==> src/verilog/demod_cfg.svh <==
`ifndef DEMOD_CFG_SVH
`define DEMOD_CFG_SVH

// sample and DAC word format, signed fixed point
`define SAMPLE_WIDTH        18
`define FRAC_BITS           17

// processor bus
`define BUS_ADDR_WIDTH      12
`define BUS_DATA_WIDTH      32

// addr[11:4] selects the block, addr[3:2] the word inside it
`define SPACE_LSB           4
`define OFFSET_MSB          3
`define OFFSET_LSB          2
`define DEMOD_SPACE         8'h10

// word offsets
`define REG_CONTROL         2'd0
`define REG_LOCK            2'd1
`define REG_STATUS          2'd2

// status word bits
`define STATUS_HFO_BIT      0
`define STATUS_LOCK_BIT     1

// register field widths
`define DAC_SEL_WIDTH       4
`define LOCK_FIELD_WIDTH    16

// DAC select codes, anything else falls back to DAC_I
`define DAC_I               4'd0
`define DAC_Q               4'd1
`define DAC_FREQ            4'd2
`define DAC_AVGFREQ         4'd3

// above this absolute average the offset is always flagged
`define ABS_FREQ_LIMIT      18'h10000

`endif
==> src/verilog/demodPkg.sv <==
`include "demod_cfg.svh"
`default_nettype none

package demodPkg;

    // one complex baseband sample
    typedef struct packed {
        logic signed [`SAMPLE_WIDTH-1:0] i;
        logic signed [`SAMPLE_WIDTH-1:0] q;
    } iqSample;

    // absolute average is a magnitude, so unsigned
    typedef struct packed {
        logic signed [`SAMPLE_WIDTH-1:0] avg;
        logic        [`SAMPLE_WIDTH-1:0] absAvg;
    } freqAverage;

    typedef struct packed {
        logic                     sync;
        logic [`SAMPLE_WIDTH-1:0] data;
    } dacChannel;

    // decoded configuration seen by the datapath
    typedef struct packed {
        logic [`DAC_SEL_WIDTH-1:0]    dac0Select;
        logic [`DAC_SEL_WIDTH-1:0]    dac1Select;
        logic [`DAC_SEL_WIDTH-1:0]    dac2Select;
        logic                         iqSwap;
        logic [`LOCK_FIELD_WIDTH-1:0] falseLockAlpha;
        logic [`LOCK_FIELD_WIDTH-1:0] falseLockThreshold;
    } demodControl;

    // layout of the control word, selects in the low bits
    typedef struct packed {
        logic [`BUS_DATA_WIDTH-3*`DAC_SEL_WIDTH-2:0] reserved;
        logic                                        iqSwap;
        logic [`DAC_SEL_WIDTH-1:0]                   dac2Select;
        logic [`DAC_SEL_WIDTH-1:0]                   dac1Select;
        logic [`DAC_SEL_WIDTH-1:0]                   dac0Select;
    } controlFields;

    // alpha in the low half, threshold in the high half
    typedef struct packed {
        logic [`LOCK_FIELD_WIDTH-1:0] falseLockThreshold;
        logic [`LOCK_FIELD_WIDTH-1:0] falseLockAlpha;
    } lockFields;

    typedef union packed {
        logic [`BUS_DATA_WIDTH/8-1:0][7:0] lanes;
        controlFields                      control;
        lockFields                         lock;
    } regWord;

endpackage

`default_nettype wire

==> src/verilog/fmDiscriminator.sv <==
`include "demod_cfg.svh"
`default_nettype none

module fmDiscriminator (
    input  wire logic                            clk,
    input  wire logic                            reset,
    input  wire logic                            ddcSync,
    input  wire demodPkg::iqSample               ddcSample,
    output logic                                 fmSync,
    output logic signed [`SAMPLE_WIDTH-1:0]      fmVideo
);

    localparam int sampleWidth  = `SAMPLE_WIDTH;
    // one guard bit so the difference of two full products cannot wrap
    localparam int productWidth = 2 * sampleWidth + 1;

    demodPkg::iqSample               prevSample;
    logic signed [productWidth-1:0]  crossIQ;
    logic signed [productWidth-1:0]  crossQI;
    logic signed [productWidth-1:0]  crossDiff;
    logic signed [productWidth-1:0]  scaledDiff;

    // iPrev*qNow - qPrev*iNow is proportional to the phase step
    assign crossIQ    = $signed(prevSample.i) * $signed(ddcSample.q);
    assign crossQI    = $signed(prevSample.q) * $signed(ddcSample.i);
    assign crossDiff  = crossIQ - crossQI;
    assign scaledDiff = crossDiff >>> `FRAC_BITS;

    always_ff @(posedge clk) begin
        if (reset) begin
            prevSample <= '0;
            fmVideo    <= '0;
        end else if (ddcSync) begin
            prevSample <= ddcSample;
            fmVideo    <= scaledDiff[sampleWidth-1:0];
        end
    end

    always_ff @(posedge clk) begin
        if (reset) begin
            fmSync <= 1'b0;
        end else begin
            fmSync <= ddcSync;
        end
    end

    fmSyncFollowsDdc: assert property (
        @(posedge clk) disable iff (reset)
        fmSync |-> $past(ddcSync)
    );

endmodule

`default_nettype wire

==> config.mk <==
export PLATFORM = sky130hd
export DESIGN_NAME = fmDiscriminator
export DESIGN_NICKNAME = d
export VERILOG_FILES = /design/src/verilog/demodPkg.sv /design/src/verilog/fmDiscriminator.sv
export VERILOG_INCLUDE_DIRS = /design/src /design/src/verilog
export SDC_FILE = /design/constraint.sdc
export NUM_CORES = 2
export LEC_CHECK = 0
export BUFFER_PORTS_ARGS = -buffer_cell sky130_fd_sc_hd__buf_4
export CORE_AREA = 2 2 231 233
export DETAILED_ROUTE_END_ITERATION = 10
export DIE_AREA = 0 0 233 235
export GPL_TIMING_DRIVEN = 1
export MAX_ROUTING_LAYER = met4
export PLACE_DENSITY = 0.73
export SLEW_MARGIN = 0
export SYNTH_ARGS = -nofsm -noshare
export SYNTH_HDL_FRONTEND = slang
export SYNTH_SLANG_ARGS = --single-unit
==> constraint.sdc <==
create_clock -name clk -period 8.35 [get_ports clk]
set_input_delay 0.4175 -clock clk [delete_from_list [all_inputs] [get_ports clk]]
set_output_delay 0.4175 -clock clk [all_outputs]
set_load 0.05 [all_outputs]
==> key figures <==
Status
  • Outcome: complete, no violations

Layout
  • # diodes: 0
  • Share of cells above drive strength 1: 4.46%
  • Most common cell after layout, fill and taps aside: inv_1
  • # fillers: 4,678
  • Fin area: 27,000 µm²
  • Area Growth Syn to Fin: 4.60%
  • Commonest non-fill, non-tap cells in the layout: inv_1 (721), fa_1 (713), nand2_1 (325)
  • Final nets: 3,586

Drt
  • DRT Pass-1 Iters: 5
  • Post-detailed-routing wire length: 70,500 µm
  • Iteration-0 DRC Markers: 1,534
  • Vias: 17,800
  • DRC: 0
  • Drt via density: 5.30
  • DR WL/cell: 21.0 µm
  • Antenna Nets Post-Route: 0

Synth
  • Share of Yosys cell area claimed by the top area cell type: 55.2%
  • Synth Flop Type: dfxtp_1
  • Asr flop ratio synth: 0%
  • Mapped Nets: 3,628
  • Post-Syn Area: 25,800 µm²
  • FF+latch count, synth: 55
  • Sequential element share of the synthesized area: 4.26%
  • Gate Count Post-Synth: 2,710
  • Synth unique cells: 44
  • Syn Area/Cell: 9.53 µm²
  • Top cell type by total area after synthesis: fa_1
  • Largest cells by area after synthesis: fa_1 (55%), inv_1 (10%), ha_1 (8.0%)
  • Synthesis Warnings: 0
  • Number of synthesized flops with an enable pin: 0

Floorplanning
  • Core ar.: 52,200 µm²
  • FP Rows: 84
  • Die H: 235 µm
  • DIE WIDTH: 233 µm
  • Overall die area: 54,800 µm²
  • Initial Utilization: 49.5%
  • IO Pins: 58

Setup path
  • Startpoint types: flop
  • Worst EP required: 8650 ps
  • Setup CP Type: reg -> reg
  • Crit Path Max Fanout: 15
  • WP data arrival: 8050 ps
  • CP endpoint kind: flop

Global route
  • Number of global-route vias before repair: 20,300
  • Initial antenna violation count: 0
  • Largest net degree at the start of global routing: 57
  • Grt total ovfl: 0
  • Total track usage: 28.6%
  • Global-route wire length before repair: 115,000 µm

STA
  • # setup viols final: 0
  • Final worst path period share: 92.8%
  • Achievable frequency: 129 MHz
  • Final Hold Viols: 0
  • Worst slew pin tran: 1100 ps
  • RSZ-0062 raised after global routing: no
  • Setup TNS: 0 ps
  • Final worst path period need: 7750 ps
  • Worst-case clock skew: 20.6 ps
  • Max-slew violation count: 0
  • Relative slew slack: 26.8%

Worst hold path
  • HP Class: reg -> reg

Job
  • Max_cap viols: 0

Clock tree
  • Num CTS Buffers: 5
  • Clk slew on worst S/H paths: 100 ps
  • Post-CTS Setup Bufs: 0
  • Total clock sinks: 55
  • CTS resizes: 0
  • Root buf cell: clkbuf_16
  • H-tree depth: 2
  • CTS max path bufs: 2
  • TritonCTS clock tree: yes
  • Worst skew pair latency: 370 ps
  • Hold Buf Count CTS: 0

Placed design
  • I/O Buffers: 57
  • Final HPWL from detailed placement: 59,300 µm
  • Area post-placement: 26,900 µm²
  • GPL Wtd Cong: 0.979
==> registers in the layout (all words and copies together) (netlist names) <==
signal,count
fmSync,1
prevSample,36
fmVideo,18
==> cells by family (layout without fill, tap and decap cells) <==
kind of cell / Yosys count / in the layout / share of synthesized area, %
AOI/OAI and AO/OA: 73 / 73 / 2.20
xor gates and xnor gates: 45 / 45 / 1.53
adders and majority gates: 879 / 879 / 63.3
buffers and inverters: 865 / 824 / 12.6
DFF: 55 / 55 / 4.26
muxes: 43 / 43 / 1.67
and+or+nand+nor: 750 / 750 / 14.5
==> per-stage QoR <==
stage               setup WS [ps]  cells  util (%)  hold slack (ps)
global route                  307   3357      51.7              472
finish                        600   3357      51.7              475
floorplan                    1000   2710         -              550
CTS                           637   3357      51.7              459
global placement              509   3349      51.4              447
detailed placement            444   3349      51.4              458
==> layer usage <==
layer  up-vias  part of all wire [%]  global-route usage [%]
met5         -                     0                       -
met4         0                   3.7                    8.92
met3       134                   7.8                    4.34
met2       716                    48                    45.4
met1      9399                    41                    38.0
li1       7554                     -                       -
==> worst paths after layout <==
path	start	endpoint	slack, ps	cells past startpoint
max	prevSample[5]	fmVideo[10]	600	24
min	fmVideo[13]	fmVideo[13]	470	2
max reg2reg	prevSample[5]	fmVideo[10]	600	24
min reg2reg	fmVideo[13]	fmVideo[13]	470	2
==> cell usage after synthesis, types with 2 or more instances <==
cell type,n
a221oi_2,2
nand2b_1,16
a211o_1,3
mux2i_1,43
nand3_1,5
ha_1,166
xnor2_1,37
and3_1,2
nand2_1,325
o21ai_0,8
clkbuf_1,140
inv_1,721
fa_1,713
and2_1,309
a2111oi_4,2
nand4_1,3
a21o_1,2
o21bai_1,3
xor2_1,8
o21a_1,2
a211oi_1,7
a31o_2,2
buf_1,4
o21ai_1,5
o211ai_1,5
o22ai_1,3
a21oi_1,19
a21oi_2,3
nor2b_1,19
and4_1,3
nor2_1,63
dfxtp_1,55
==> critical path, cell delays in order, from the launching register on <==
cell	delay, ps
dfxtp_1	840
buf_4	260
nand2_1	70
fa_1	420
fa_1	560
inv_1	50
fa_1	480
fa_1	400
inv_1	70
ha_1	250
fa_1	550
inv_1	50
fa_1	490
inv_1	60
fa_1	430
ha_1	310
nand2_1	100
o21ai_0	730
a221oi_2	170
buf_4	230
o21ai_1	230
a31o_2	250
a211oi_1	100
or4_1	490
nand3_1	80
==> layout make-up <==
class | count | area, µm² | share of cell area (%)
tap | 688 | 861 | 3.19
clock buffer | 5 | 125 | 0.463
inverter | 721 | 2710 | 10.0
multi-input combinational | 1790 | 21500 | 79.5
sequential | 55 | 1100 | 4.07
timing repair buffer | 95 | 713 | 2.64
clock inverter | 3 | 28.8 | 0.106
Power is not shown: default switching activity piles up to over one toggle a cycle in this logic, so the estimate is an artifact.
