$ cat src/verilog/demod_cfg.svh
`ifndef DEMOD_CFG_SVH
`define DEMOD_CFG_SVH

// sample and DAC word format, signed fixed point
`define SAMPLE_WIDTH        18
`define FRAC_BITS           17

// processor bus
`define BUS_ADDR_WIDTH      12
`define BUS_DATA_WIDTH      32

// addr[11:4] selects the block, addr[3:2] the word inside it
`define SPACE_LSB           4
`define OFFSET_MSB          3
`define OFFSET_LSB          2
`define DEMOD_SPACE         8'h10

// word offsets
`define REG_CONTROL         2'd0
`define REG_LOCK            2'd1
`define REG_STATUS          2'd2

// status word bits
`define STATUS_HFO_BIT      0
`define STATUS_LOCK_BIT     1

// register field widths
`define DAC_SEL_WIDTH       4
`define LOCK_FIELD_WIDTH    16

// DAC select codes, anything else falls back to DAC_I
`define DAC_I               4'd0
`define DAC_Q               4'd1
`define DAC_FREQ            4'd2
`define DAC_AVGFREQ         4'd3

// above this absolute average the offset is always flagged
`define ABS_FREQ_LIMIT      18'h10000

`endif
$ cat src/verilog/demodPkg.sv
`include "demod_cfg.svh"
`default_nettype none

package demodPkg;

    // one complex baseband sample
    typedef struct packed {
        logic signed [`SAMPLE_WIDTH-1:0] i;
        logic signed [`SAMPLE_WIDTH-1:0] q;
    } iqSample;

    // absolute average is a magnitude, so unsigned
    typedef struct packed {
        logic signed [`SAMPLE_WIDTH-1:0] avg;
        logic        [`SAMPLE_WIDTH-1:0] absAvg;
    } freqAverage;

    typedef struct packed {
        logic                     sync;
        logic [`SAMPLE_WIDTH-1:0] data;
    } dacChannel;

    // decoded configuration seen by the datapath
    typedef struct packed {
        logic [`DAC_SEL_WIDTH-1:0]    dac0Select;
        logic [`DAC_SEL_WIDTH-1:0]    dac1Select;
        logic [`DAC_SEL_WIDTH-1:0]    dac2Select;
        logic                         iqSwap;
        logic [`LOCK_FIELD_WIDTH-1:0] falseLockAlpha;
        logic [`LOCK_FIELD_WIDTH-1:0] falseLockThreshold;
    } demodControl;

    // layout of the control word, selects in the low bits
    typedef struct packed {
        logic [`BUS_DATA_WIDTH-3*`DAC_SEL_WIDTH-2:0] reserved;
        logic                                        iqSwap;
        logic [`DAC_SEL_WIDTH-1:0]                   dac2Select;
        logic [`DAC_SEL_WIDTH-1:0]                   dac1Select;
        logic [`DAC_SEL_WIDTH-1:0]                   dac0Select;
    } controlFields;

    // alpha in the low half, threshold in the high half
    typedef struct packed {
        logic [`LOCK_FIELD_WIDTH-1:0] falseLockThreshold;
        logic [`LOCK_FIELD_WIDTH-1:0] falseLockAlpha;
    } lockFields;

    typedef union packed {
        logic [`BUS_DATA_WIDTH/8-1:0][7:0] lanes;
        controlFields                      control;
        lockFields                         lock;
    } regWord;

endpackage

`default_nettype wire

$ cat src/verilog/dacMux.sv
`include "demod_cfg.svh"
`default_nettype none

module dacMux (
    input  wire logic                            clk,
    input  wire logic                            reset,
    input  wire logic                            ddcSync,
    input  wire demodPkg::iqSample               ddcSample,
    input  wire logic                            fmSync,
    input  wire logic signed [`SAMPLE_WIDTH-1:0] fmVideo,
    input  wire demodPkg::freqAverage            average,
    input  wire demodPkg::demodControl           control,
    output demodPkg::dacChannel                  dac0,
    output demodPkg::dacChannel                  dac1,
    output demodPkg::dacChannel                  dac2
);

    demodPkg::iqSample swapReg;

    // one source set shared by all three monitor channels
    function automatic demodPkg::dacChannel selectChannel(
        input logic [`DAC_SEL_WIDTH-1:0] sel,
        input logic [`SAMPLE_WIDTH-1:0]  avgData
    );
        demodPkg::dacChannel channel;
        case (sel)
            `DAC_Q: begin
                channel.sync = ddcSync;
                channel.data = swapReg.q;
            end
            `DAC_FREQ: begin
                channel.sync = fmSync;
                channel.data = fmVideo;
            end
            `DAC_AVGFREQ: begin
                channel.sync = fmSync;
                channel.data = avgData;
            end
            default: begin
                channel.sync = ddcSync;
                channel.data = swapReg.i;
            end
        endcase
        return channel;
    endfunction

    // I/Q swap
    always_ff @(posedge clk) begin
        if (reset) begin
            swapReg <= '0;
        end else if (ddcSync) begin
            if (control.iqSwap) begin
                swapReg.i <= ddcSample.q;
                swapReg.q <= ddcSample.i;
            end else begin
                swapReg <= ddcSample;
            end
        end
    end

    // channel 1 shows the absolute average in place of the average
    always_ff @(posedge clk) begin
        if (reset) begin
            dac0 <= '0;
            dac1 <= '0;
            dac2 <= '0;
        end else begin
            dac0 <= selectChannel(control.dac0Select, average.avg);
            dac1 <= selectChannel(control.dac1Select, average.absAvg);
            dac2 <= selectChannel(control.dac2Select, average.avg);
        end
    end

    noSyncInReset: assert property (
        @(posedge clk)
        reset |=> !(dac0.sync || dac1.sync || dac2.sync)
    );

endmodule

`default_nettype wire

$ cat config.mk
export PLATFORM = sky130hd
export DESIGN_NAME = dacMux
export DESIGN_NICKNAME = d
export VERILOG_FILES = /design/src/verilog/demodPkg.sv /design/src/verilog/dacMux.sv
export VERILOG_INCLUDE_DIRS = /design/src /design/src/verilog
export SDC_FILE = /design/constraint.sdc
export NUM_CORES = 1
export LEC_CHECK = 0
export ABC_AREA = 1
export BUFFER_PORTS_ARGS = -buffer_cell sky130_fd_sc_hd__buf_2
export CAP_MARGIN = 0
export CORE_ASPECT_RATIO = 0.7
export CORE_MARGIN = 4
export CORE_UTILIZATION = 40
export CTS_BUF_LIST = sky130_fd_sc_hd__clkbuf_8
export DETAILED_ROUTE_END_ITERATION = 7
export PLACE_DENSITY = 0.69
export SLEW_MARGIN = 5
export SYNTH_ARGS = -nofsm -noshare
export SYNTH_HDL_FRONTEND = slang
export SYNTH_SLANG_ARGS = --single-unit
$ cat constraint.sdc
create_clock -name clk -period 1.5 [get_ports clk]
set_input_delay 0.3 -clock clk [delete_from_list [all_inputs] [get_ports clk]]
set_output_delay 0.3 -clock clk [all_outputs]
set_load 0.01 [all_outputs]
==> metrics.txt <==
capturing element type of the critical path flop; Worst slew margin 0.592; fin crit period 1230 ps; crit path kind in -> reg; crit-path cells buf_2 > o21ai_1 > inv_2 > o21ai_0 > nor2_1; post-detailed-routing wire length 17000 um; number of cells on the worst reg-to-reg path 4; area of the mapped netlist 0.00502 mm^2; number of buffers inserted during clock tree synthesis 9; final RePlAce weighted congestion 0.947; peak supply drop 466 uV; syn nets 935; startpoint of the worst-slack reg-to-reg timing path swapReg[35]; number of H-tree levels 3; Achievable Freq 816 MHz; Starting DRT DRC Count 640; final standard cell area without fillers 0.00628 mm^2; Clock transition at path regs 90 ps; first-pass GRT wire length 26200 um; hpwl dp 13300 um; family with the most delay on the worst path compound AO/OA/AOI/OAI gates; actual transition at the worst max-transition pin 608 ps; count of input and output buffers 163; Worst EP arrival 1480 ps; Resized cells post-CTS 0; Skew-Pair Late Insertion Delay 360 ps; pin count of the biggest net entering global routing 48; total power consumption of the routed design 0.00566 W; endpoint required time on the critical path 1760 ps; Critical Path Start Type input pin; number of remaining DRC errors 0; number of global-route vias before repair 5049; initial antenna violation count 3; layout cell share with drive strength beyond 1 0.229; top routing layer used met5; total number of vias 5773; floorplan die width 142 um; Die Outline Area 0.0144 mm^2; effective utilization at floorplan 0.419; Yosys warnings 0; Crit path largest cell delay 500 ps; result of the run finished clean; fraction of the yosys area taken by sequential cells 0.371; DRT antenna net count 0; total placed instance area 0.00608 mm^2; number of nets at the end of the flow 1089; drt first pass iters 5; most frequent cells in the layout 164 x nand3_1, 163 x buf_2, 147 x nor2_1; vertical extent of the die 102 um; unrepaired setup endpoints after global routing no; max-cap violation count 0; number of buffers and inverters on the critical path 2; buffer levels on the longest clock path 2; total congestion overflow after global routing 0; Clk Tree Root Cell clkbuf_8; Area Overhead vs Synth 25.2%; leakage power total 3.35 nW; TritonCTS clock tree done; wl on met1 8020 um; number of stages on the worst hold path 3; crit-path max FO 16; Hold Path End dac1[18]; most common cell after layout, fill and taps aside nand3_1; Max Slew Vio Count 0; Setup Buffers After CTS 0; row count 33; number of library cell types mapped by synthesis 20; worst hold-check path type in -> reg; DR WL met2 6510 um; hold bufs inserted after CTS 0; Final Hold Viols 0; Total GRT Usage 0.231; number of top-level design ports 196; worst reg-to-reg setup slack 600 ps; mean area per synthesized cell 6.30 um^2; clock sinks 93; origin of the worst min-delay path fmSync; setup clock skew after layout 7.10 ps; number of failing setup endpoints in the final timing report 0; cell count after synthesis 796; via count normalized by instance count 5.18; smallest hold slack 235 ps; core region area 0.0120 mm^2; detail-routed net length per standard cell 15.3 um; reg-to-reg endpoint dac2[17]; total power per unit cell area 901 mW/mm^2; met3 WL post-DR 2230 um; FF+latch count, synth 93; period utilization 0.817; Slowest cell on crit path o21ai_1
layout make-up:
type	count	area, um^2
Fill cell	1243	5690
Sequential cell	93	1860
Clock inverter	6	63.8
Clock buffer	10	138
Tap cell	157	196
Inverter	103	387
Multi-Input combinational cell	549	2510
Timing Repair Buffer	194	1120
Antenna cell	2	5.00
stage by stage:
| stage | utilization | instances | setup slack, ps | setup TNS (ps) |
|---|---|---|---|---|
| 6_report | 0.525 | 1114 | 274 | 0 |
| 5_1_grt | 0.525 | 1113 | 201 | 0 |
| 4_1_cts | 0.524 | 1112 | 319 | 0 |
| 3_5_place_dp | 0.508 | 1096 | -65.2 | -444 |
| 3_3_place_gp | 0.508 | 1096 | -41.6 | -270 |
| 2_1_floorplan | - | 796 | 379 | 0 |
synthesized netlist by cell type:
cell        n  share of area
buf_2      20          0.020
a21oi_1    23          0.023
nor2_4      2         0.0045
dfxtp_1    93           0.37
clkinv_1    3         0.0022
o21ai_1     2         0.0020
nor2_1    147           0.11
nand2_2     2         0.0025
buf_1       4         0.0030
nand3b_2    1         0.0022
nand2_1   134           0.10
o21ai_0    37          0.037
nand3_1   164           0.16
o211ai_1   36          0.054
buf_6       2         0.0045
buf_4       8          0.012
nor2_2      1         0.0012
clkbuf_1   17          0.013
inv_2       4         0.0030
inv_1      96          0.072
cells by family (layout without fill, tap and decap cells):
kind of cell           after synthesis  after routing  synth area share
AOI/OAI and AO/OA                   98             98             0.116
DFF                                 93             93             0.371
buffers and inverters              154            313             0.129
and+or+nand+nor                    451            451             0.384
other                                0              2                 0
worst max-delay path by stage:
stage	from	end	slack [ps]	cells after the start
4_1_cts	control[42]	dac0[3]	320	5
3_5_place_dp	control[42]	dac0[3]	-70	5
2_1_floorplan	control[44]	dac0[13]	380	7
6_report	control[42]	dac0[3]	270	5
5_1_grt	control[42]	dac0[16]	200	5
3_3_place_gp	control[42]	dac0[1]	-40	5
worst register-to-register path: cells and delay by family (launching register included):
kind	cells	cell delay [ps]
flops	1	420
compound gates	1	210
buf+inv	2	140
simple gates	1	80
where the power goes:
group          total [W]  internal (W)  leakage (nW)  switching [W]
logic            0.00118      0.000468          2.47       0.000713
clock network    0.00172      0.000814         0.104       0.000902
registers        0.00277       0.00265         0.770       0.000119
layer usage:
metal	GRT usage	vias to the layer above
li1	-	2862
met1	0.339	2591
met2	0.314	291
met3	0.0916	25
met4	0.0583	4
met5	0	-
registers in the layout, indices dropped and copies added (netlist names):
name / flops
dac1: 19
swapReg: 36
dac0: 19
dac2: 19
Note: power is estimated with default switching activity, not from simulation.
