### src/verilog/demod_cfg.svh
`ifndef DEMOD_CFG_SVH
`define DEMOD_CFG_SVH

// sample and DAC word format, signed fixed point
`define SAMPLE_WIDTH        18
`define FRAC_BITS           17

// processor bus
`define BUS_ADDR_WIDTH      12
`define BUS_DATA_WIDTH      32

// addr[11:4] selects the block, addr[3:2] the word inside it
`define SPACE_LSB           4
`define OFFSET_MSB          3
`define OFFSET_LSB          2
`define DEMOD_SPACE         8'h10

// word offsets
`define REG_CONTROL         2'd0
`define REG_LOCK            2'd1
`define REG_STATUS          2'd2

// status word bits
`define STATUS_HFO_BIT      0
`define STATUS_LOCK_BIT     1

// register field widths
`define DAC_SEL_WIDTH       4
`define LOCK_FIELD_WIDTH    16

// DAC select codes, anything else falls back to DAC_I
`define DAC_I               4'd0
`define DAC_Q               4'd1
`define DAC_FREQ            4'd2
`define DAC_AVGFREQ         4'd3

// above this absolute average the offset is always flagged
`define ABS_FREQ_LIMIT      18'h10000

`endif
### src/verilog/demodPkg.sv
`include "demod_cfg.svh"
`default_nettype none

package demodPkg;

    // one complex baseband sample
    typedef struct packed {
        logic signed [`SAMPLE_WIDTH-1:0] i;
        logic signed [`SAMPLE_WIDTH-1:0] q;
    } iqSample;

    // absolute average is a magnitude, so unsigned
    typedef struct packed {
        logic signed [`SAMPLE_WIDTH-1:0] avg;
        logic        [`SAMPLE_WIDTH-1:0] absAvg;
    } freqAverage;

    typedef struct packed {
        logic                     sync;
        logic [`SAMPLE_WIDTH-1:0] data;
    } dacChannel;

    // decoded configuration seen by the datapath
    typedef struct packed {
        logic [`DAC_SEL_WIDTH-1:0]    dac0Select;
        logic [`DAC_SEL_WIDTH-1:0]    dac1Select;
        logic [`DAC_SEL_WIDTH-1:0]    dac2Select;
        logic                         iqSwap;
        logic [`LOCK_FIELD_WIDTH-1:0] falseLockAlpha;
        logic [`LOCK_FIELD_WIDTH-1:0] falseLockThreshold;
    } demodControl;

    // layout of the control word, selects in the low bits
    typedef struct packed {
        logic [`BUS_DATA_WIDTH-3*`DAC_SEL_WIDTH-2:0] reserved;
        logic                                        iqSwap;
        logic [`DAC_SEL_WIDTH-1:0]                   dac2Select;
        logic [`DAC_SEL_WIDTH-1:0]                   dac1Select;
        logic [`DAC_SEL_WIDTH-1:0]                   dac0Select;
    } controlFields;

    // alpha in the low half, threshold in the high half
    typedef struct packed {
        logic [`LOCK_FIELD_WIDTH-1:0] falseLockThreshold;
        logic [`LOCK_FIELD_WIDTH-1:0] falseLockAlpha;
    } lockFields;

    typedef union packed {
        logic [`BUS_DATA_WIDTH/8-1:0][7:0] lanes;
        controlFields                      control;
        lockFields                         lock;
    } regWord;

endpackage

`default_nettype wire

### src/verilog/demodRegs.sv
`include "demod_cfg.svh"
`default_nettype none

module demodRegs (
    input  wire logic                       clk,
    input  wire logic                       reset,
    input  wire logic [`BUS_ADDR_WIDTH-1:0] addr,
    input  wire logic [`BUS_DATA_WIDTH-1:0] din,
    input  wire logic                       wr0,
    input  wire logic                       wr1,
    input  wire logic                       wr2,
    input  wire logic                       wr3,
    input  wire logic                       highFreqOffset,
    input  wire logic                       carrierLock,
    output logic      [`BUS_DATA_WIDTH-1:0] dout,
    output demodPkg::demodControl           control
);

    logic                                  inSpace;
    logic [`OFFSET_MSB-`OFFSET_LSB:0]      offset;
    logic                                  selControl;
    logic                                  selLock;
    logic                                  selStatus;
    logic [`BUS_DATA_WIDTH/8-1:0]          byteWrite;
    demodPkg::regWord                      writeWord;
    demodPkg::regWord                      controlReg;
    demodPkg::regWord                      lockReg;
    logic [`BUS_DATA_WIDTH-1:0]            statusWord;

    // address decode
    assign inSpace    = addr[`BUS_ADDR_WIDTH-1:`SPACE_LSB] == `DEMOD_SPACE;
    assign offset     = addr[`OFFSET_MSB:`OFFSET_LSB];
    assign selControl = inSpace && (offset == `REG_CONTROL);
    assign selLock    = inSpace && (offset == `REG_LOCK);
    assign selStatus  = inSpace && (offset == `REG_STATUS);

    assign byteWrite = {wr3, wr2, wr1, wr0};
    assign writeWord = din;

    // byte lane writes, status is read only
    always_ff @(posedge clk) begin
        if (reset) begin
            controlReg <= '0;
            lockReg    <= '0;
        end else begin
            for (int lane = 0; lane < `BUS_DATA_WIDTH / 8; lane++) begin
                if (byteWrite[lane] && selControl) begin
                    controlReg.lanes[lane] <= writeWord.lanes[lane];
                end
                if (byteWrite[lane] && selLock) begin
                    lockReg.lanes[lane] <= writeWord.lanes[lane];
                end
            end
        end
    end

    always_comb begin
        statusWord                   = '0;
        statusWord[`STATUS_HFO_BIT]  = highFreqOffset;
        statusWord[`STATUS_LOCK_BIT] = carrierLock;
    end

    // readback, zero outside the block and on unused offsets
    always_comb begin
        dout = '0;
        if (selControl) begin
            dout = controlReg;
        end else if (selLock) begin
            dout = lockReg;
        end else if (selStatus) begin
            dout = statusWord;
        end
    end

    // field view of the stored words
    assign control.dac0Select         = controlReg.control.dac0Select;
    assign control.dac1Select         = controlReg.control.dac1Select;
    assign control.dac2Select         = controlReg.control.dac2Select;
    assign control.iqSwap             = controlReg.control.iqSwap;
    assign control.falseLockAlpha     = lockReg.lock.falseLockAlpha;
    assign control.falseLockThreshold = lockReg.lock.falseLockThreshold;

    selectOneHot: assert property (
        @(posedge clk) disable iff (reset)
        $onehot0({selControl, selLock, selStatus})
    );

endmodule

`default_nettype wire

### config.mk
export PLATFORM = sky130hd
export DESIGN_NAME = demodRegs
export DESIGN_NICKNAME = d
export VERILOG_FILES = /design/src/verilog/demodPkg.sv /design/src/verilog/demodRegs.sv
export VERILOG_INCLUDE_DIRS = /design/src /design/src/verilog
export SDC_FILE = /design/constraint.sdc
export NUM_CORES = 1
export LEC_CHECK = 0
export BUFFER_PORTS_ARGS = -buffer_cell sky130_fd_sc_hd__buf_2
export CAP_MARGIN = 10
export CORE_UTILIZATION = 53
export CTS_BUF_LIST = sky130_fd_sc_hd__clkbuf_16
export DETAILED_ROUTE_END_ITERATION = 8
export MAX_ROUTING_LAYER = met4
export PLACE_DENSITY = 0.95
export SYNTH_ARGS = -nofsm -noshare
export SYNTH_HDL_FRONTEND = slang
export SYNTH_SLANG_ARGS = --single-unit
### constraint.sdc
create_clock -name clk -period 2.1 [get_ports clk]
set_clock_uncertainty 0.2 [all_clocks]
set_input_delay 0.21 -clock clk [delete_from_list [all_inputs] [get_ports clk]]
set_output_delay 0.21 -clock clk [all_outputs]
set_load 0.05 [all_outputs]
==> impl_metrics.yaml <==
run_status:
  outcome: "finished, final reports clean"
logic_synthesis:
  ys_seq_area_share_pct: 37.6
  yosys_register_bits: 64
  yosys.area.top_type_share_pct: 37.6
  synth_area_leader_cell: "dfxtp_1"
  ys.warnings.count: 0
  syn_area_sq_mm: 0.00341
  synth_cells: 338
  syn_nets: 390
  syn_avg_cell_area_sq_um: 10.1
  ys_types: 16
  synth_area_leaders: "dfxtp_1 (38%), mux2i_1 (28%), nand2b_1 (18%)"
place:
  io_buffers: 126
  dp_hpwl_um: 5400
  finalWeightedCongestion: 0.787
  place_area_sq_mm: 0.00402
flow_run:
  cap_violations: 0
global_routing:
  antenna_found_initial: 0
  grt_pass1_wl_um: 13000
  grt_max_degree: 97
  grt_overflow_total: 0
  grt_pass1_vias: 2844
  grt_usage_pct: 26.6
routing:
  num_vias: 2817
  drt_iter0_drc: 108
  antenna_left: 0
  drtPass1Iterations: 4
  avgRoutedWirePerCell_um: 15.0
  drcViolationCount: 0
  finalWirelength_um: 8340
  vias_per_cell: 5.06
worst_setup_path:
  required_ns: 1.69
  arrival_ns: 1.44
  rrSetupSlack_ns: 1.15
  end_kind: "output pin"
  r2r_end: "lockReg[9]"
  crit_end: "dout[0]"
  critPathLaunchType: "primary input"
  cp_max_fo: 9
  reg2reg_from: "lockReg[9]"
  r2r_cells: 2
  critPathKind: "in2out"
  crit_start: "addr[11]"
layout:
  synthToLayoutAreaGrowth_pct: 35.9
  layout-drive-gt1-share_pct: 32.8
  design_area_sq_mm: 0.00463
  antenna_cells: 0
  nets: 529
timing:
  setup-violations-final: 0
  fin_crit_sh_pct: 88.1
  fin_crit_ns: 1.85
  max_clock_freq_mhz: 541
  setup-tns-final_ns: 0
  rsz0062_at_grt: "no"
  slew_violations: 0
  holdWs_ns: 0.00772
  slew_headroom_pct: 69.9
  hold_viol_final: 0
  tightestPinTransition_ns: 0.451
floorplanning:
  die_w_um: 82.2
  rows: 28
  initial_utilization_pct: 56.2
  pin_count: 129
  die_area_sq_mm: 0.00676
  die_h_um: 82.2
  coreArea_sq_mm: 0.00606
power:
  powerDensity_mw_per_mm2: 676
  p_leak_uw: 0.00250
  ir_worst_vdd_v: 0.000649
clocking:
  cts_root_buf: "clkbuf_16"
  cts_buffers: 9
  clkTransAtPathRegs_ns: 0.06
  htreeDepth: 3
  postCtsSetupBuffers: 0
  clockBufferDepth: 2
  cts_sinks: 64
  cts_tree: "built"
  clk_latency_ns: 0.32
hold_path:
  min_path_type: "in2reg"
## cell families (layout without fill, tap and decap cells)
kind of cell	count (synthesis)	after routing	synth area share, %
AOI/OAI and AO/OA	2	2	0.514
and+or+nand+nor	143	143	27.8
buffers and inverters	33	177	5.87
DFF	64	64	37.6
muxes	96	96	28.2
## repair_timing
item	CTS	global route
hold buffers	28	0
hold endpoints to repair	52	0
resized for setup	0	0
## routing by layer
metal / vias up / GRT usage, % / routed length, um
met2: 97 / 46.9 / 4240
met1: 1298 / 28.0 / 3510
met3: 19 / 4.95 / 372
li1: 1403 / - / -
met5: - / - / 0
met4: 0 / 14.0 / 220
## cells in the mapped netlist (all sizes together)
library cell,n
nor4b,1
buf,23
nor2,33
a2bb2oi,2
nand2,1
nor4,1
nor2b,2
dfxtp,64
nand3b,1
clkbuf,10
mux2i,96
nand2b,96
nand4,8
## critical path: stages
cell and delay [ns]:
buf_2 0.11, nor4_4 0.31, buf_4 0.30, nand2_1 0.12
nor2_1 0.12, buf_2 0.27
## where the power goes
part | switching, uW | internal, uW | leakage [uW]
Clock | 537 | 1150 | 0.000161
Sequential | 0.314 | 1220 | 0.000515
Combinational | 102 | 129 | 0.00183
## state kept, by name, indices dropped and copies added (netlist names)
| signal | count |
|---|---|
| controlReg | 32 |
| lockReg | 32 |
## placed cells by master, fill, tap and decap left out, drive strengths merged
cell type,netlist,final
nor4,1,1
nor4b,1,1
nand3b,1,1
dfxtp,64,64
dlygate4sd3,0,28
nor2,33,33
clkinv,0,3
nand2,1,1
nand4,8,8
buf,23,133
bufinv,0,3
nor2b,2,2
clkbuf,10,9
mux2i,96,96
nand2b,96,96
clkinvlp,0,1
a2bb2oi,2,2
## area by class of cell
class / instances / area, sq um
Tap cell: 75 / 93.8
Sequential cell: 64 / 1280
Multi-Input combinational cell: 241 / 1940
Timing Repair Buffer: 161 / 976
Fill cell: 399 / 1430
Clock buffer: 9 / 225
Clock inverter: 7 / 110
## worst min path at each step
| stage | slack (ns) | end | start | depth (start not counted) |
|---|---|---|---|---|
| after CTS | 0.001 | controlReg[1] | din[1] | 3 |
| final | 0.008 | controlReg[1] | din[1] | 3 |
| after detailed placement | 0.27 | controlReg[15] | controlReg[15] | 2 |
| after floorplan | 0.19 | controlReg[0] | din[0] | 2 |
| after global routing | 0.006 | controlReg[1] | din[1] | 3 |
| after global placement | 0.26 | controlReg[22] | controlReg[22] | 2 |
## metrics by stage
stage	cells	total power, uW	setup slack (ns)	util (%)
2_1_floorplan	338	1350	0.0129	-
3_3_place_gp	513	1430	0.257	66.2
3_5_place_dp	513	1430	0.226	66.2
4_1_cts	557	3140	0.226	76.4
5_1_grt	557	3220	0.108	76.4
6_report	557	3130	0.251	76.4
(Power assumes the default switching activity.)
