==> config.mk <==
export PLATFORM = sky130hd
export DESIGN_NAME = falseLockDetector
export DESIGN_NICKNAME = d
export VERILOG_FILES = /design/src/verilog/demodPkg.sv /design/src/verilog/falseLockDetector.sv
export VERILOG_INCLUDE_DIRS = /design/src /design/src/verilog
export SDC_FILE = /design/constraint.sdc
export NUM_CORES = 2
export LEC_CHECK = 0
export ABC_AREA = 1
export BUFFER_PORTS_ARGS = -buffer_cell sky130_fd_sc_hd__buf_4
export CAP_MARGIN = 20
export CELL_PAD_IN_SITES_DETAIL_PLACEMENT = 0
export CELL_PAD_IN_SITES_GLOBAL_PLACEMENT = 2
export CORE_ASPECT_RATIO = 0.5
export CORE_MARGIN = 1.5
export CORE_UTILIZATION = 35
export CTS_CLUSTER_SIZE = 14
export DETAILED_ROUTE_END_ITERATION = 10
export HOLD_SLACK_MARGIN = 0.03
export PLACE_DENSITY_LB_ADDON = 0.1
export SLEW_MARGIN = 10
export SYNTH_ARGS = -nofsm -noshare
export SYNTH_HDL_FRONTEND = slang
export SYNTH_SLANG_ARGS = --single-unit
==> constraint.sdc <==
create_clock -name clk -period 12.22 [get_ports clk]
set_clock_uncertainty 0.05 [all_clocks]
set_input_delay 0.611 -clock clk [delete_from_list [all_inputs] [get_ports clk]]
set_output_delay 0.611 -clock clk [all_outputs]
set_load 0.05 [all_outputs]
==> src/verilog/demod_cfg.svh <==
`ifndef DEMOD_CFG_SVH
`define DEMOD_CFG_SVH

// sample and DAC word format, signed fixed point
`define SAMPLE_WIDTH        18
`define FRAC_BITS           17

// processor bus
`define BUS_ADDR_WIDTH      12
`define BUS_DATA_WIDTH      32

// addr[11:4] selects the block, addr[3:2] the word inside it
`define SPACE_LSB           4
`define OFFSET_MSB          3
`define OFFSET_LSB          2
`define DEMOD_SPACE         8'h10

// word offsets
`define REG_CONTROL         2'd0
`define REG_LOCK            2'd1
`define REG_STATUS          2'd2

// status word bits
`define STATUS_HFO_BIT      0
`define STATUS_LOCK_BIT     1

// register field widths
`define DAC_SEL_WIDTH       4
`define LOCK_FIELD_WIDTH    16

// DAC select codes, anything else falls back to DAC_I
`define DAC_I               4'd0
`define DAC_Q               4'd1
`define DAC_FREQ            4'd2
`define DAC_AVGFREQ         4'd3

// above this absolute average the offset is always flagged
`define ABS_FREQ_LIMIT      18'h10000

`endif
==> src/verilog/demodPkg.sv <==
`include "demod_cfg.svh"
`default_nettype none

package demodPkg;

    // one complex baseband sample
    typedef struct packed {
        logic signed [`SAMPLE_WIDTH-1:0] i;
        logic signed [`SAMPLE_WIDTH-1:0] q;
    } iqSample;

    // absolute average is a magnitude, so unsigned
    typedef struct packed {
        logic signed [`SAMPLE_WIDTH-1:0] avg;
        logic        [`SAMPLE_WIDTH-1:0] absAvg;
    } freqAverage;

    typedef struct packed {
        logic                     sync;
        logic [`SAMPLE_WIDTH-1:0] data;
    } dacChannel;

    // decoded configuration seen by the datapath
    typedef struct packed {
        logic [`DAC_SEL_WIDTH-1:0]    dac0Select;
        logic [`DAC_SEL_WIDTH-1:0]    dac1Select;
        logic [`DAC_SEL_WIDTH-1:0]    dac2Select;
        logic                         iqSwap;
        logic [`LOCK_FIELD_WIDTH-1:0] falseLockAlpha;
        logic [`LOCK_FIELD_WIDTH-1:0] falseLockThreshold;
    } demodControl;

    // layout of the control word, selects in the low bits
    typedef struct packed {
        logic [`BUS_DATA_WIDTH-3*`DAC_SEL_WIDTH-2:0] reserved;
        logic                                        iqSwap;
        logic [`DAC_SEL_WIDTH-1:0]                   dac2Select;
        logic [`DAC_SEL_WIDTH-1:0]                   dac1Select;
        logic [`DAC_SEL_WIDTH-1:0]                   dac0Select;
    } controlFields;

    // alpha in the low half, threshold in the high half
    typedef struct packed {
        logic [`LOCK_FIELD_WIDTH-1:0] falseLockThreshold;
        logic [`LOCK_FIELD_WIDTH-1:0] falseLockAlpha;
    } lockFields;

    typedef union packed {
        logic [`BUS_DATA_WIDTH/8-1:0][7:0] lanes;
        controlFields                      control;
        lockFields                         lock;
    } regWord;

endpackage

`default_nettype wire

==> src/verilog/falseLockDetector.sv <==
`include "demod_cfg.svh"
`default_nettype none

module falseLockDetector (
    input  wire logic                            clk,
    input  wire logic                            reset,
    input  wire logic                            fmSync,
    input  wire logic signed [`SAMPLE_WIDTH-1:0] fmVideo,
    input  wire logic                            carrierLock,
    input  wire demodPkg::demodControl           control,
    output demodPkg::freqAverage                 average,
    output logic                                 highFreqOffset
);

    localparam int sampleWidth  = `SAMPLE_WIDTH;
    localparam int productWidth = 2 * sampleWidth + 3;
    // 1.0 in the Q17 weight format
    localparam logic signed [sampleWidth:0] unityWeight = 1 << `FRAC_BITS;

    function automatic logic [sampleWidth-1:0] magnitude(
        input logic signed [sampleWidth-1:0] value
    );
        logic [sampleWidth-1:0] negated;
        negated = ~value + 1'b1;
        return value[sampleWidth-1] ? negated : value;
    endfunction

    logic signed [sampleWidth-1:0]  freqSample;
    logic        [sampleWidth-1:0]  absFreqSample;
    logic signed [sampleWidth:0]    alphaWeight;
    logic signed [sampleWidth:0]    oneMinusWeight;
    logic signed [productWidth-1:0] newFreqTerm;
    logic signed [productWidth-1:0] oldFreqTerm;
    logic signed [productWidth-1:0] newAbsTerm;
    logic signed [productWidth-1:0] oldAbsTerm;
    logic signed [productWidth-1:0] freqSum;
    logic signed [productWidth-1:0] absSum;
    logic        [sampleWidth-1:0]  absAverage;

    // register alpha is shifted left 2 into Q17, kept non-negative
    assign alphaWeight    = {1'b0, control.falseLockAlpha, 2'b00};
    assign oneMinusWeight = unityWeight - alphaWeight;

    // frequency average
    assign newFreqTerm = freqSample * alphaWeight;
    assign oldFreqTerm = $signed(average.avg) * oneMinusWeight;
    assign freqSum     = (newFreqTerm >>> `FRAC_BITS) + (oldFreqTerm >>> `FRAC_BITS);

    // absolute frequency average, magnitudes padded to positive
    assign newAbsTerm = $signed({1'b0, absFreqSample}) * alphaWeight;
    assign oldAbsTerm = $signed({1'b0, average.absAvg}) * oneMinusWeight;
    assign absSum     = (newAbsTerm >>> `FRAC_BITS) + (oldAbsTerm >>> `FRAC_BITS);

    assign absAverage = magnitude(average.avg);

    always_ff @(posedge clk) begin
        if (reset) begin
            freqSample     <= '0;
            absFreqSample  <= '0;
            average        <= '0;
            highFreqOffset <= 1'b0;
        end else if (fmSync) begin
            freqSample     <= fmVideo;
            absFreqSample  <= magnitude(fmVideo);
            average.avg    <= freqSum[sampleWidth-1:0];
            average.absAvg <= absSum[sampleWidth-1:0];
            // a locked loop can sit off frequency only if it is a false lock
            if (average.absAvg > `ABS_FREQ_LIMIT) begin
                highFreqOffset <= 1'b1;
            end else if (absAverage > {2'b00, control.falseLockThreshold}) begin
                highFreqOffset <= !carrierLock;
            end else begin
                highFreqOffset <= 1'b0;
            end
        end
    end

    offsetOnlyOnSync: assert property (
        @(posedge clk) disable iff (reset)
        $changed(highFreqOffset) |-> $past(fmSync)
    );

endmodule

`default_nettype wire

==> results.sh <==
export IMPL_status="completed"
export IMPL_ys_types=56
export IMPL_synth_area_mm2=0.0462
export IMPL_grt_max_degree=74
export IMPL_ys_flop_type="dfxtp_1"
export IMPL_max_stage_delay_ns=0.63
export IMPL_htree_levels=3
export IMPL_synth_top_area_frac=0.451
export IMPL_clockBufferDepth=2
export IMPL_grt_pass1_vias=39539
export IMPL_slew_headroom=0.284
export IMPL_cts_tree="yes"
export IMPL_tightestPinTransition_ns=1.07
export IMPL_arrival_ns=10.30
export IMPL_start_util=0.356
export IMPL_crit_fanout=22
export IMPL_port_buffers=90
export IMPL_fmax_mhz=99.4
export IMPL_grt_util_all_layers=0.241
export IMPL_wire_per_inst_um=20.5
export IMPL_cts_buffers=9
export IMPL_synth_edff_count=0
export IMPL_crit_path_end_kind="flip-flop"
export IMPL_maxCapViolations=0
export IMPL_rsz0062_at_grt="false"
export IMPL_hold_depth=2
export IMPL_startpoint_type="input port"
export IMPL_synth_common_cells="1,624 x inv_1, 1,355 x nand2_1, 1,039 x fa_1"
export IMPL_ys_ff_latch=72
export IMPL_drc_errors=0
export IMPL_clkSinkCount=72
export IMPL_overflow=0
export IMPL_min_to="absFreqSample[12]$_SDFFE_PP0P_"
export IMPL_grt_pass1_wl_mm=241
export IMPL_dr_pass1_iters=6
export IMPL_crit_type="in2reg"
export IMPL_viasPerCell=4.82
export IMPL_dieArea_mm2=0.134
export IMPL_gp_congestion=0.878
export IMPL_path_clk_slew_ns=0.09
export IMPL_rows=93
export IMPL_die_h_um=260
export IMPL_yosys_cell_count_top_type="inv_1"
export IMPL_ios=104
export IMPL_ys_seq_area_frac=0.0312
export IMPL_slew_violations=0
export IMPL_reg2reg_slack_ns=3.15
export IMPL_antenna_left=0
export IMPL_worstHoldStart="fmVideo[12]"
export IMPL_antenna_found_initial=7
export IMPL_finalCriticalPeriod_ns=10.06
export IMPL_via_count=36554
export IMPL_r2r_cells=35
export IMPL_netlist_top_cells_area="fa_1 45%, inv_1 13%, ha_1 13%"
export IMPL_cts_resized=0
export IMPL_core_area_mm2=0.130
export IMPL_wirelength_mm=155
export IMPL_cp_common_cell="nand2_1"
export IMPL_synth_top_cell_by_area="fa_1"
export IMPL_hold_viol=0
export IMPL_netlist_instances=5905
export IMPL_setup_violations=0
export IMPL_synthToLayoutAreaGrowth_pct=6.06
export IMPL_rr_endpoint="average[12]$_SDFFE_PP0P_"
export IMPL_die_width_um=517
export IMPL_hold_buffers=0
export IMPL_period_share=0.823
export IMPL_post_cts_setup_buffers=0
export IMPL_cp_slowest_cell="inv_2"
export IMPL_worstPathRequired_ns=12.46
export IMPL_avgSynthCellArea_um2=7.82
export IMPL_first_iter_violations=2051
export IMPL_drive_above_1_share=0.0393
export IMPL_fin_tns_setup_ns=0
export IMPL_root_buffer="clkbuf_16"
export IMPL_yosysWarnings=0
export IMPL_nNetsFinal=7399
export IMPL_r2r_start="absFreqSample[7]$_SDFFE_PP0P_"
export IMPL_dp_final_hpwl_mm=124
export IMPL_synth_fp_nets=7477
export IMPL_hp_class="in2reg"
export IMPL_async_flop_share=0
export IMPL_insertion_delay_ns=0.40
## layout by cell type, fill, tap and decap left out, types with 9 or more instances in the layout
cell type  netlist  final
a211oi_1         9      9
a21o_1          15     15
a21oi_1        224    224
a31oi_1         15     15
buf_4            0    165
clkbuf_16        0      9
clkinv_1        11     10
dfxtp_1         72     72
fa_1          1039   1039
ha_1           466    466
inv_1         1624   1624
inv_2           22     23
nand2_1       1355   1355
nand3_1         80     80
nand4_1         23     23
nor2_1         323    323
nor3_1          25     25
o211ai_1        12     12
o21ai_0         88     88
o21ai_1         34     34
o21bai_1         9      9
xnor2_1         49     49
xor2_1          75     75
## final cells by class
type	instances	area, µm²
fillers	13693	80800
multi-input cells	3921	37500
inverters	1658	6230
well taps	1757	2200
flip-flops and latches	72	1440
repair buffers	165	1240
clock buffers	9	225
clock inverters	7	109
diodes	1	2.50
## critical path: cells and delay by family
kind                       cells  cell delay [ns]
AOI/OAI and AO/OA              5             1.35
adders and majority gates      8             3.72
buffers and inverters          9             1.62
and+or+nand+nor               24             2.95
## layer usage
metal / vias up / share of wire / global-route usage
li1: 16900 / - / -
met1: 18936 / 0.47 / 0.339
met2: 637 / 0.48 / 0.411
met3: 79 / 0.036 / 0.0169
met4: 2 / 0.015 / 0.0415
met5: - / 0.000084 / 0
## logic make-up after synthesis
logic type	Yosys count	share of synthesized area
simple gates	1849	0.159
buf+inv	1912	0.156
mux	1	0.000217
compound gates	442	0.0534
xor+xnor	124	0.0235
fa+ha+maj	1505	0.577
flops	72	0.0312
## state kept, by name (all words and copies together) (netlist names)
register        cells
absFreqSample      17
average            36
freqSample         18
highFreqOffset      1
## metrics by stage
stage | util | cells | setup WS [ns] | hold slack, ns | area, µm²
after global placement | 0.375 | 7573 | 1.84 | 0.521 | 48600
final | 0.377 | 7590 | 2.16 | 0.397 | 49000
after detailed placement | 0.375 | 7573 | 1.87 | 0.514 | 48600
after floorplan | - | 5905 | 3.79 | 0.543 | 46200
after CTS | 0.377 | 7589 | 2.27 | 0.383 | 49000
after global routing | 0.377 | 7589 | 1.44 | 0.396 | 49000
## how the worst max path moves through the flow
stage / start / end / slack [ns] / cells after the start
2_1_floorplan: control[20] / average[15]$_SDFFE_PP0P_ / 3.79 / 48
3_3_place_gp: control[16] / average[35]$_SDFFE_PP0P_ / 1.84 / 46
3_5_place_dp: control[16] / average[35]$_SDFFE_PP0P_ / 1.87 / 46
4_1_cts: control[16] / average[35]$_SDFFE_PP0P_ / 2.27 / 46
5_1_grt: control[16] / average[35]$_SDFFE_PP0P_ / 1.44 / 46
6_report: control[16] / average[35]$_SDFFE_PP0P_ / 2.16 / 46
Power is left out: the tool's default activity adds up to more than one toggle a clock period on the data nets, which glitch-free logic cannot reach.
